**config.mk**
```make
export PLATFORM = sky130hd
export DESIGN_NAME = fetch_top
export DESIGN_NICKNAME = d
export VERILOG_FILES = /design/src/common/fetch_pkg.sv /design/src/fetch/fetch_stage.sv /design/src/hdl/if_id_buffer.sv /design/src/hdl/decode_stage.sv /design/src/hdl/fetch_top.sv
export VERILOG_INCLUDE_DIRS = /design/src /design/src/common
export SDC_FILE = /design/constraint.sdc
export NUM_CORES = 1
export LEC_CHECK = 0
export BUFFER_PORTS_ARGS = -buffer_cell sky130_fd_sc_hd__buf_2
export CORE_UTILIZATION = 45
export DETAILED_ROUTE_END_ITERATION = 8
export GPL_TIMING_DRIVEN = 0
export HOLD_SLACK_MARGIN = 0.06
export PLACE_DENSITY = 0.79
export SLEW_MARGIN = 20
export SYNTH_ARGS = -nofsm -noshare
export SYNTH_HDL_FRONTEND = slang
export SYNTH_HIERARCHICAL = 1
export SYNTH_SLANG_ARGS = --single-unit
```
**constraint.sdc**
```tcl
create_clock -name clk -period 23.1 [get_ports clk]
set_input_delay 4.62 -clock clk [delete_from_list [all_inputs] [get_ports clk]]
set_output_delay 4.62 -clock clk [all_outputs]
set_load 0.03 [all_outputs]
```
**src/common/fetch_config.svh**
```systemverilog
`ifndef FETCH_CONFIG_SVH
`define FETCH_CONFIG_SVH

// --------------------------------------------------
// fetch front end constants
// --------------------------------------------------

// first virtual pc after reset, boot vector in kseg1
`define FETCH_RESET_PC 32'hbfc0_0000

// exception codes carried in the fetch bundle
`define EXC_NONE 5'd0
`define EXC_ADEL 5'd4

// number of expected records in the trace file
`define FETCH_TRACE_LEN 64

// words in the instruction memory image
`define FETCH_MEM_WORDS 1024

`endif

```
**src/common/fetch_pkg.sv**
```systemverilog
`default_nettype none

package fetch_pkg;

    // --------------------------------------------------
    // instruction word views
    // --------------------------------------------------

    // immediate format, used for beq
    typedef struct packed {
        logic [5:0]  opcode;
        logic [4:0]  rs;
        logic [4:0]  rt;
        logic [15:0] imm;
    } i_form_t;

    // jump format, used for j and jal
    typedef struct packed {
        logic [5:0]  opcode;
        logic [25:0] target;
    } j_form_t;

    // one 32-bit word, read as either format
    typedef union packed {
        i_form_t i_form;
        j_form_t j_form;
    } inst_word_t;

    // opcodes that change the fetch path
    localparam logic [5:0] OP_J   = 6'h02;
    localparam logic [5:0] OP_JAL = 6'h03;
    localparam logic [5:0] OP_BEQ = 6'h04;

    // --------------------------------------------------
    // stage to stage bundles
    // --------------------------------------------------

    // what fetch hands to the if/id buffer
    typedef struct packed {
        logic [31:0] pc;
        logic [31:0] npc;
        logic [31:0] nnpc;
        inst_word_t  instr;
        logic        exception;
        logic [4:0]  exc_code;
    } fetch_bundle_t;

    // clear and jump from write-back
    typedef struct packed {
        logic        valid;
        logic [31:0] target;
    } redirect_t;

endpackage

`default_nettype wire

```
**src/fetch/fetch_stage.sv**
```systemverilog
`default_nettype none

`include "fetch_config.svh"

module fetch_stage (
    input  wire                      clk,
    input  wire                      rst_n,
    input  wire fetch_pkg::redirect_t redirect,
    input  wire [31:0]               next_pc,
    input  wire                      id_allowin,
    output logic                     inst_sram_en,
    output logic [31:0]              inst_sram_addr,
    input  wire [31:0]               inst_sram_rdata,
    output logic                     if_valid,
    output fetch_pkg::fetch_bundle_t if_bundle
);

    logic        fetch_on_r;
    logic        if_valid_r;
    logic        id_full_r;
    logic [31:0] pc_r;

    logic        mispredict;
    logic        misaligned;
    logic [31:0] pc_plus4;
    logic [31:0] req_addr;
    logic [31:0] req_paddr;

    // --------------------------------------------------
    // next request address
    // --------------------------------------------------
    assign pc_plus4 = pc_r + 32'd4;

    // decode holds a bundle whose successor is not the one in flight
    assign mispredict = id_full_r && if_valid_r && (pc_r != next_pc);

    // the wrong-path word is dropped, not handed on
    assign if_valid = if_valid_r && !mispredict;

    always_comb begin
        if (redirect.valid) begin
            req_addr = redirect.target;
        end else if (id_allowin && mispredict) begin
            req_addr = next_pc;
        end else if (id_allowin && if_valid) begin
            req_addr = pc_plus4;
        end else begin
            // re-read the outstanding word
            req_addr = pc_r;
        end
    end

    // kseg0/kseg1 fixed mapping, everything else unmapped
    always_comb begin
        if (req_addr[31:30] == 2'b10) begin
            req_paddr = {3'b000, req_addr[28:0]};
        end else begin
            req_paddr = req_addr;
        end
    end

    assign inst_sram_en   = fetch_on_r;
    assign inst_sram_addr = {req_paddr[31:2], 2'b00};

    // --------------------------------------------------
    // pc of the outstanding read
    // --------------------------------------------------
    always_ff @(posedge clk) begin
        if (!rst_n) begin
            fetch_on_r <= 1'b0;
            if_valid_r <= 1'b0;
            id_full_r  <= 1'b0;
            pc_r       <= `FETCH_RESET_PC;
        end else begin
            fetch_on_r <= 1'b1;
            if_valid_r <= fetch_on_r;
            pc_r       <= req_addr;
            // tracks buffer occupancy so next_pc is only trusted when decode has a bundle
            if (redirect.valid) begin
                id_full_r <= 1'b0;
            end else if (id_allowin) begin
                id_full_r <= if_valid;
            end
        end
    end

    // --------------------------------------------------
    // bundle to the if/id buffer
    // --------------------------------------------------
    assign misaligned = (pc_r[1:0] != 2'b00);

    always_comb begin
        if_bundle.pc        = pc_r;
        if_bundle.npc       = pc_plus4;
        if_bundle.nnpc      = pc_r + 32'd8;
        if_bundle.instr     = inst_sram_rdata;
        if_bundle.exception = misaligned;
        if_bundle.exc_code  = misaligned ? `EXC_ADEL : `EXC_NONE;
    end

endmodule

`default_nettype wire

```
**src/hdl/if_id_buffer.sv**
```systemverilog
`default_nettype none

module if_id_buffer (
    input  wire                       clk,
    input  wire                       rst_n,
    input  wire                       hold,
    input  wire                       redirect_valid,
    input  wire                       if_valid,
    input  wire fetch_pkg::fetch_bundle_t if_bundle,
    output logic                      id_allowin,
    output logic                      id_valid,
    output fetch_pkg::fetch_bundle_t  id_bundle
);

    import fetch_pkg::*;

    logic          valid_r;
    fetch_bundle_t bundle_r;
    logic          load;

    // --------------------------------------------------
    // occupancy
    // --------------------------------------------------
    assign id_allowin = !hold || !valid_r;
    assign load       = if_valid && id_allowin;

    always_ff @(posedge clk) begin
        if (!rst_n) begin
            valid_r <= 1'b0;
        end else if (redirect_valid) begin
            valid_r <= 1'b0;
        end else if (id_allowin) begin
            // drains when nothing arrives and execute is not holding
            valid_r <= if_valid;
        end
    end

    // payload
    always_ff @(posedge clk) begin
        if (load) begin
            bundle_r <= if_bundle;
        end
    end

    assign id_valid  = valid_r;
    assign id_bundle = bundle_r;

endmodule

`default_nettype wire

```
**src/hdl/decode_stage.sv**
```systemverilog
`default_nettype none

module decode_stage (
    input  wire                       id_valid,
    input  wire fetch_pkg::fetch_bundle_t id_bundle,
    output logic [31:0]               next_pc,
    output logic                      dec_valid
);

    import fetch_pkg::*;

    inst_word_t  instr;
    logic [31:0] npc;
    logic [31:0] jump_target;
    logic [31:0] branch_offset;
    logic [31:0] branch_target;
    logic        is_jump;
    logic        is_beq_always;

    assign instr = id_bundle.instr;
    assign npc   = id_bundle.npc;

    // --------------------------------------------------
    // instruction classes
    // --------------------------------------------------
    assign is_jump = (instr.j_form.opcode == OP_J) || (instr.j_form.opcode == OP_JAL);

    // beq $0, $0 always taken, no register read needed
    assign is_beq_always = (instr.i_form.opcode == OP_BEQ)
                        && (instr.i_form.rs == 5'd0)
                        && (instr.i_form.rt == 5'd0);

    // --------------------------------------------------
    // targets
    // --------------------------------------------------
    assign jump_target   = {npc[31:28], instr.j_form.target, 2'b00};
    assign branch_offset = {{14{instr.i_form.imm[15]}}, instr.i_form.imm, 2'b00};
    assign branch_target = npc + branch_offset;

    always_comb begin
        if (id_bundle.exception) begin
            // faulting word is garbage, write-back redirects
            next_pc = npc;
        end else if (is_jump) begin
            next_pc = jump_target;
        end else if (is_beq_always) begin
            next_pc = branch_target;
        end else begin
            next_pc = npc;
        end
    end

    assign dec_valid = id_valid;

endmodule

`default_nettype wire

```
**src/hdl/fetch_top.sv**
```systemverilog
`default_nettype none

module fetch_top (
    input  wire                       clk,
    input  wire                       rst_n,
    input  wire                       hold,
    input  wire fetch_pkg::redirect_t redirect,
    output wire                       inst_sram_en,
    output wire [31:0]                inst_sram_addr,
    input  wire [31:0]                inst_sram_rdata,
    output wire                       dec_valid,
    output wire fetch_pkg::fetch_bundle_t dec_bundle,
    output wire [31:0]                dec_next_pc
);

    import fetch_pkg::*;

    fetch_bundle_t if_bundle;
    logic          if_valid;
    logic          id_allowin;
    logic          id_valid;

    // --------------------------------------------------
    // fetch, buffer, decode
    // --------------------------------------------------
    fetch_stage fetch_stage_inst (
        .clk             (clk),
        .rst_n           (rst_n),
        .redirect        (redirect),
        .next_pc         (dec_next_pc),
        .id_allowin      (id_allowin),
        .inst_sram_en    (inst_sram_en),
        .inst_sram_addr  (inst_sram_addr),
        .inst_sram_rdata (inst_sram_rdata),
        .if_valid        (if_valid),
        .if_bundle       (if_bundle)
    );

    if_id_buffer if_id_buffer_inst (
        .clk            (clk),
        .rst_n          (rst_n),
        .hold           (hold),
        .redirect_valid (redirect.valid),
        .if_valid       (if_valid),
        .if_bundle      (if_bundle),
        .id_allowin     (id_allowin),
        .id_valid       (id_valid),
        .id_bundle      (dec_bundle)
    );

    decode_stage decode_stage_inst (
        .id_valid  (id_valid),
        .id_bundle (dec_bundle),
        .next_pc   (dec_next_pc),
        .dec_valid (dec_valid)
    );

endmodule

`default_nettype wire

```
==> Word level (Yosys, flattened, before mapping) <==
Cells that the tools add are included.
{ "classes": {"n_addsub": 3, "n_mul": 0, "div": 0, "magnitude_cmp": 0, "eq_ne": 5, "shift": 0, "mux": 9, "n_bitwise": 1, "reduce_logical": 16} }
{ "op_table": {"columns": ["operator", "count"], "rows": [
  ["$mux W32", 7],
  ["$add A32 B3 Y32 const B", 1],
  ["$add A32 B32 Y32", 1],
  ["$add A32 B4 Y32 const B", 1],
  ["$ne A32 B32 Y1", 1],
  ["$eq A6 B2 Y1 const B", 2],
  ["$logic_not A5 Y1", 2],
  ["$logic_and A1 B1 Y1", 7],
  ["$eq A6 B3 Y1 const B", 1],
  ["$logic_not A1 Y1", 3],
  ["$mux W3", 1],
  ["$eq A2 B2 Y1 const B", 1],
  ["$logic_or A1 B1 Y1", 2],
  ["$reduce_bool A2 Y1", 1],
  ["$reduce_or A2 Y1", 1],
  ["$mux W1", 1],
  ["$not A1 Y1", 1]
]} }
{ "word_totals": {"regBits": 169, "latchBits": 0, "ram_bits": 0, "rom_bits": 0, "inputBits": 68, "output_inout_bits": 200, "wordCells": 44, "memories": 0} }

==> Depth between registers and ports, before layout <==
Gate-level depths: netlist of the first run.
{ "depth": {"ltp_word": 16, "mapped_depth": 18, "depth_no_buf": 16} }

==> Modules after synthesis <==
Netlist of the first run, hierarchy kept.
{ "modules_own_cells": {"columns": ["mod", "instances", "cells_per_inst", "area_per_inst_um2", "seq_area_each_um2"], "rows": [
  ["fetch_stage", 1, 570, 4250.3, 700.7],
  ["if_id_buffer", 1, 139, 4071.4, 4043.9],
  ["decode_stage", 1, 341, 2301.0, 0.0]
]} }

==> Least setup slack after synthesis of the first run <==
Ideal clock, no wire load.
{ "synth_timing": {"path_kind": "input-to-output", "startpoint": "input hold", "endpoint": "output inst_sram_addr[23]", "arrival_ns": 6.065, "required_time_ns": 18.480, "setup_slack_ns": 12.415, "cell_stages": 8, "n_path_buf": 3, "cell_sequence": "nand2_1 and2_1 clkbuf_1 clkbuf_1 o22ai_1 a311oi_1 o21ai_1 buf_4"} }
{ "synth_via": {"elab_chain_cells": 7} }
{ "synth_rtl": {"columns": ["item", "line", "rtl"], "rows": [
  ["start, declared", "fetch_top.sv:6", "input wire hold,"],
  ["$logic_not A1 Y1 *", "if_id_buffer.sv:24", "assign id_allowin = !hold || !valid_r;"],
  ["$logic_or A1 B1 Y1 *", "if_id_buffer.sv:24", null],
  ["$logic_and A1 B1 Y1", "fetch_stage.sv:45", "end else if (id_allowin && if_valid) begin"],
  ["$mux W32", "fetch_stage.sv:45", null],
  ["$mux W32 *", "fetch_stage.sv:43", "end else if (id_allowin && mispredict) begin"],
  ["$mux W32 *", "fetch_stage.sv:41", "if (redirect.valid) begin"],
  ["net fetch_stage_inst.req_addr[23]", "fetch_stage.sv:26", "logic [31:0] req_addr;"],
  ["$mux W32 *", "fetch_stage.sv:55", "if (req_addr[31:30] == 2'b10) begin"],
  ["end, declared", "fetch_top.sv:9", "output wire [31:0] inst_sram_addr,"]
]} }
Mark *: on every way through the listed nets, which the timed path passes. The rest lies on a longest branch.

==> Worst setup path in the final report of the first run <==
{ "layout_timing": {"startpoint": "input hold", "endpoint": "output inst_sram_addr[23]"} }
{ "layout_via": {"elab_chain_cells": 7} }
{ "layout_rtl": {"columns": ["item", "line", "rtl"], "rows": [
  ["$logic_not A1 Y1 *", "if_id_buffer.sv:24", null],
  ["$logic_or A1 B1 Y1 *", "if_id_buffer.sv:24", null],
  ["net id_allowin", "fetch_top.sv:20", "logic id_allowin;"],
  ["$logic_and A1 B1 Y1", "fetch_stage.sv:45", null],
  ["$mux W32", "fetch_stage.sv:45", null],
  ["$mux W32 *", "fetch_stage.sv:43", null],
  ["$mux W32 *", "fetch_stage.sv:41", null],
  ["net fetch_stage_inst.req_addr[23]", "fetch_stage.sv:26", null],
  ["$mux W32 *", "fetch_stage.sv:55", null]
]} }
Marked as above.

==> flow_summary_export.csv, run 1 <==
group,metric,value,unit
placement,io_buffers,233,
critical_path,worstPathMaxFanout,10,
sta,setup_tns,0,ps
clock_tree,root_buffer,"clkbuf_16",
power,vdd_drop_max,53.6,µV
grt,grt_overflow,0,
sta,slew_headroom,31.2,%
placement,place_hpwl,28100,µm
clock_tree,clock_latency,440,ps
drt,vias,9486,
logic_synthesis,synth_ff_type,"edfxtp_1",
drt,post_drt_wl_per_cell,22.2,µm
floorplan,core,22900,µm²
logic_synthesis,netlist_instances,1050,
floorplan,pin_count,268,
sta,fmax,84.5,MHz
critical_path,crit_path_end_kind,"output pin",
finish,final_common_cell,"buf_2",
critical_path,critPathKind,"input port to output pin",
clock_tree,htreeDepth,4,
finish,antenna_cells,0,
floorplan,die-area,24200,µm²
drt,drtIter0Drc,956,
critical_path,worstPathArrival,7220,ps
clock_tree,cts_sinks,170,
clock_tree,postCtsSetupBuffers,0,
sta,setup_violations,0,
placement,placed_cell_area,12300,µm²
logic_synthesis,ys_types,84,
grt,antenna_found_initial,0,
grt,grt_usage,29.8,%
logic_synthesis,async_flop_share,0,%
hold_path,min_path_cells,0,
finish,layout_common_cells,"buf_2, edfxtp_1, nand2_1",
power,p_leak,5.37,nW
logic_synthesis,synth_edf_count,134,
placement,placed_cells,1604,
drt,vias_per_cell,5.80,
critical_path,r2r_slack,16290,ps
critical_path,crit_required,18480,ps
grt,grt_max_degree,40,
clock_tree,cts_buffers,17,
finish,syn_to_final_growth,21.0,%
drt,drc,0,
hold_path,min_path_type,"flip-flop to flip-flop",
grt,grt_pass1_wl,53200,µm
logic_synthesis,ys.warnings.count,6,
run,max_cap_viol_count,0,
clock_tree,holdBufCountCts,0,
critical_path,rr_worst_depth,17,
sta,finClkSkew,20.1,ps
status,status,"finished clean",
critical_path,r2r_end,"if_id_buffer_inst/id_bundle[95]",
floorplan,die_y,156,µm
sta,finalMaxSlewViolations,0,
sta,period_share,51.2,%
power,power_density,65.3,nW/µm²
clock_tree,path_clk_slew,70,ps
finish,drive_gt1_share,31.1,%
clock_tree,clk_path_buf_depth,2,
finish,final_cells,1636,
clock_tree,cts_tree,"built",
drt,routed_wl,36300,µm
finish,nets,1410,
logic_synthesis,synth_area_per_cell,10.1,µm²
critical_path,crit_path_end,"inst_sram_addr[23]",
sta,rsz0062_at_grt,"no",
sta,period_needed,11840,ps
floorplan,initial_core_util,46.4,%
sta,hold_viol_final,0,
logic_synthesis,yosysSeqAreaShare,44.7,%
drt,ant_nets,0,
grt,grt_pass1_vias,9236,
finish,final_area,12800,µm²
floorplan,rows,55,
sta,tightest_slew,1020,ps
logic_synthesis,synth-seq-cells,170,
placement,place.gp.congestion,1.00,
drt,firstDrtPassIters,7,
critical_path,r2r_start,"if_id_buffer_inst/id_bundle[21]",
floorplan,die_x,156,µm
logic_synthesis,syn_area,10600,µm²
clock_tree,cts_resized,0,
critical_path,worst_setup_path_start_kind,"input port",
critical_path,worstSetupStartpoint,"hold",
==> where the power goes <==
| group | total, mW | leakage, nW | switching, mW | internal, mW |
|---|---|---|---|---|
| logic | 0.183 | 3.55 | 0.121 | 0.0624 |
| clock network | 0.294 | 0.279 | 0.133 | 0.161 |
| registers | 0.361 | 1.54 | 0.0122 | 0.349 |
| total | 0.839 | 5.37 | 0.267 | 0.572 |
==> registers in the layout, indices dropped and copies added (netlist names) <==
name	count
if_id_buffer_inst/id_valid	1
fetch_stage_inst/pc_r	32
fetch_stage_inst/if_valid_r	1
fetch_stage_inst/inst_sram_en	1
fetch_stage_inst/id_full_r	1
if_id_buffer_inst/id_bundle	134
==> worst min-delay path by stage <==
stage / startpoint / endpoint
3_5_place_dp: fetch_stage_inst/pc_r[10] / if_id_buffer_inst/id_bundle[112]
2_1_floorplan: fetch_stage_inst/pc_r[7] / if_id_buffer_inst/id_bundle[109]
5_1_grt: fetch_stage_inst/pc_r[7] / if_id_buffer_inst/id_bundle[109]
6_report: fetch_stage_inst/pc_r[7] / if_id_buffer_inst/id_bundle[109]
4_1_cts: fetch_stage_inst/pc_r[7] / if_id_buffer_inst/id_bundle[109]
3_3_place_gp: fetch_stage_inst/pc_r[29] / if_id_buffer_inst/id_bundle[131]
==> metrics by stage <==
step	power, mW	util (%)	setup WS [ps]	hold slack (ps)
floorplan	0.493	-	12410	403
global placement	0.546	53.2	11340	409
detailed placement	0.547	53.5	11400	408
CTS	0.840	56.1	11370	418
global route	0.866	56.1	11230	439
finish	0.839	56.1	11260	421
==> per-layer routing <==
metal	up-vias	wire, µm	track usage (%)
li1	4318	-	-
met1	4540	14700	38.6
met2	540	16500	46.9
met3	88	3660	7.42
met4	0	1490	13.7
met5	-	0	0
==> synthesized netlist by cell type, drive strengths merged (20+ instances only) <==
library cell    n  area share, %
edfxtp        134             38
buf           109            7.1
nand2          99            3.6
o21ai          68            3.3
xnor2          61            5.0
a21oi          54            2.6
xor2           54            4.5
nand3          37            1.8
dfxtp          36            6.8
clkbuf         33            1.2
nand4          33            1.9
ha             31            3.7
nor2           31            1.1
nor4           22            1.8
a22oi          20            1.4
and3           20            1.2
==> layout make-up <==
class	count	area, µm²
Timing Repair Buffer	236	1230
Clock inverter	15	161
Inverter	17	63.8
Fill cell	2043	10100
Buffer	142	882
Clock buffer	17	425
Sequential cell	170	4740
Multi-Input combinational cell	726	4950
Tap cell	313	392
==> critical path: stages <==
cell	delay (ps)
buf_2	110
nand2_1	150
and2_1	180
clkbuf_1	460
clkbuf_1	550
o22ai_1	170
a311oi_1	530
o21ai_1	110
buf_4	150
buf_2	160
==> cells by family after synthesis <==
group	count (synthesis)	share of synthesized area (%)
mux	18	1.72
buf+inv	159	8.90
xor+xnor	115	9.48
simple gates	314	16.1
fa+ha+maj	32	3.84
flops	170	44.7
other cells	1	0.0353
compound gates	241	15.3
(Power assumes the default switching activity.)
==> inputs of run 2 (changes only) <==
--- a/config.mk
+++ b/config.mk
@@ -6,6 +6,7 @@
 export SDC_FILE = /design/constraint.sdc
 export NUM_CORES = 1
 export LEC_CHECK = 0
+export ABC_AREA = 1
 export BUFFER_PORTS_ARGS = -buffer_cell sky130_fd_sc_hd__buf_2
 export CORE_UTILIZATION = 45
 export DETAILED_ROUTE_END_ITERATION = 8
==> constraint.sdc (replaced) <==
create_clock -name clk -period 11.9 [get_ports clk]
set_input_delay 2.38 -clock clk [delete_from_list [all_inputs] [get_ports clk]]
set_output_delay 2.38 -clock clk [all_outputs]
set_load 0.03 [all_outputs]
==> run 2 against run 1 <==
Cell count increased by 28%. Non-clock buffer count fell by 25. Sequential share of layout area decreased by 2.4 points. Area after synthesis rose by 7.0%. Clock power rose by 97%. Sequential cell count is the same. Register-to-register slack worse by 9700 ps. Highest routed layer unchanged.
==> flow_summary_export.csv, run 2 <==
group,metric,value,unit
placement,io_buffers,233,
clock_tree,holdBufCountCts,0,
clock_tree,cts_resized,0,
sta,slew_headroom,50.6,%
drt,firstDrtPassIters,6,
clock_tree,clock_latency,440,ps
power,p_int,1.11,mW
sta,fmax,132,MHz
critical_path,crit_required,9520,ps
grt,grt_usage,30.0,%
logic_synthesis,synth_top_area_share,35.4,%
finish,nets,1861,
logic_synthesis,netlist_instances,1498,
drt,drc,0,
logic_synthesis,yosysSeqAreaShare,41.8,%
drt,drtIter0Drc,1288,
logic_synthesis,ys_types,44,
finish,layout_common_cells,"nand2_1, buf_2, inv_1",
placement,dp_slack,5100,ps
logic_synthesis,synth_common_cells,"nand2_1, inv_1, nor2_1",
grt,grt_pass1_vias,10400,
critical_path,worst_setup_path_start_kind,"flip-flop",
power,combPwrFrac,23.2,%
run,max_cap_viol_count,0,
critical_path,critPathKind,"flip-flop to output pin",
sta,period_needed,7570,ps
sta,tightest_slew,733,ps
logic_synthesis,async_flop_share,0,%
drt,vias,11100,
floorplan,core,24500,µm²
sta,hold_viol_final,0,
logic_synthesis,synth.most_common_cell,"nand2_1",
sta,rsz0062_at_grt,"no",
logic_synthesis,synth_area_per_cell,7.59,µm²
grt,antenna_found_initial,1,
critical_path,crit_path_end_kind,"output pin",
clock_tree,postCtsSetupBuffers,0,
grt,grt_overflow,0,
floorplan,initial_core_util,46.3,%
sta,finalMaxSlewViolations,0,
logic_synthesis,synth.largest_area_cell,"edfxtp_1",
grt,grt_max_degree,27,
placement,place.gp.congestion,0.961,
drt,routed.top_layer,"met4",
placement,place_hpwl,31100,µm
power,power_density,122,nW/µm²
drt,routed-wl-met3,4280,µm
clock_tree,root_buffer,"clkbuf_16",
logic_synthesis,synth.area.top_cells,"edfxtp_1, nand2_1, inv_1",
logic_synthesis,synth_edf_count,134,
sta,period_share,63.6,%
clock_tree,cts_tree,"built",
drt,vias_per_cell,5.27,
finish,final_common_cell,"nand2_1",
critical_path,worstPathArrival,5190,ps
floorplan,pin_count,268,
sta,finClkSkew,14.1,ps
power,p_leak,6.71,nW
drt,ant_nets,0,
clock_tree,cts_buffers,17,
floorplan,die_x,161,µm
logic_synthesis,ys.warnings.count,6,
floorplan,rows,57,
clock_tree,path_clk_slew,70,ps
sta,timing.final.ws_setup,4330,ps
power,p_total,1.68,mW
finish,drive_gt1_share,23.2,%
hold_path,min_path_type,"flip-flop to flip-flop",
power,switchingPower,0.567,mW
power,p_clk_share,34.4,%
power,vdd_drop_max,95.4,µV
drt,wl_met2,17300,µm
drt,post_drt_wl_per_cell,18.6,µm
clock_tree,clk_path_buf_depth,2,
power,p_seq_share,42.3,%
critical_path,worstPathMaxFanout,7,
placement,placed_cells,2066,
drt,routed_wl,39000,µm
power,swShare,33.8,%
clock_tree,htreeDepth,4,
finish,syn_to_final_growth,20.9,%
finish,largest_register_ffs,134,
status,status,"finished clean",
floorplan,die-area,25900,µm²
floorplan,die_y,161,µm
grt,grt_pass1_wl,58300,µm
drt,wl_met1,16300,µm
logic_synthesis,synth_ff_type,"edfxtp_1",
clock_tree,cts_sinks,170,
sta,setup_violations,0,
finish,antenna_cells,0,
finish,final_cells,2098,
logic_synthesis,synth-seq-cells,170,
logic_synthesis,syn_area,11400,µm²
## run 2: worst max-delay path, stage by stage, from the launching register on
cell	delay [ps]
edfxtp_1	430
ha_1	250
fa_1	450
nand3_1	120
nand3_1	180
a21oi_1	340
nand2_1	90
nand2_1	70
nor2_1	40
o21ai_0	580
xnor2_1	190
nand2_1	70
nor2_1	90
nand2_1	60
nor2_1	220
nand2_2	160
nand3_2	160
nand2_1	260
inv_1	370
nand3_1	200
nand2_1	130
buf_4	110
buf_2	180
## run 2: logic make-up (layout without fill, tap and decap cells)
family,after synthesis,in the layout,share of synthesized area [%]
XOR/XNOR,68,68,5.24
buffers and inverters,336,607,14.2
adder cells (fa/ha/maj),32,32,3.59
flip-flops,170,170,41.8
other,1,6,0.0330
AND/OR/NAND/NOR,744,744,27.7
AO/OA/AOI/OAI,147,147,7.53
## run 2: per-layer routing
| layer | vias to the layer above | global-route usage, % |
|---|---|---|
| met3 | 72 | 7.90 |
| met1 | 5086 | 40.2 |
| met5 | - | 0 |
| met2 | 628 | 46.8 |
| met4 | 0 | 9.86 |
| li1 | 5276 | - |
## run 2: through the flow
| step | cell area, µm² | setup TNS, ps | hold slack, ps | utilization [%] |
|---|---|---|---|---|
| floorplan | 11400 | 0 | 403 | - |
| global placement | 13000 | -181030 | 409 | 52.8 |
| detailed placement | 13100 | 0 | 413 | 53.5 |
| CTS | 13700 | 0 | 431 | 56.0 |
| global route | 13700 | 0 | 456 | 56.0 |
| finish | 13700 | 0 | 431 | 56.0 |
## run 2: final cells by class
class | instances | area [µm²]
Tap cell | 324 | 405
Sequential cell | 170 | 4740
Fill cell | 2312 | 10800
Buffer | 114 | 778
Clock inverter | 14 | 174
Multi-Input combinational cell | 997 | 5040
Clock buffer | 18 | 439
Inverter | 222 | 833
Timing Repair Buffer | 239 | 1330
## run 2: power groups by stage
stage | registers, mW | clock network [mW] | logic [mW]
after global placement | 0.731 | 0 | 0.370
after global routing | 0.713 | 0.608 | 0.421
after detailed placement | 0.723 | 0 | 0.383
final | 0.711 | 0.578 | 0.390
after floorplan | 0.760 | 0 | 0.229
after CTS | 0.710 | 0.586 | 0.385
## run 2: final timing paths
check | start | endpoint | slack, ps | depth (start not counted)
setup / recovery | if_id_buffer_inst/id_bundle[6] | inst_sram_addr[2] | 4330 | 22
hold / removal | fetch_stage_inst/pc_r[16] | if_id_buffer_inst/id_bundle[118] | 430 | 0
setup reg to reg | if_id_buffer_inst/id_bundle[6] | if_id_buffer_inst/id_bundle[34] | 6630 | 23
hold reg to reg | fetch_stage_inst/pc_r[16] | if_id_buffer_inst/id_bundle[118] | 430 | 0
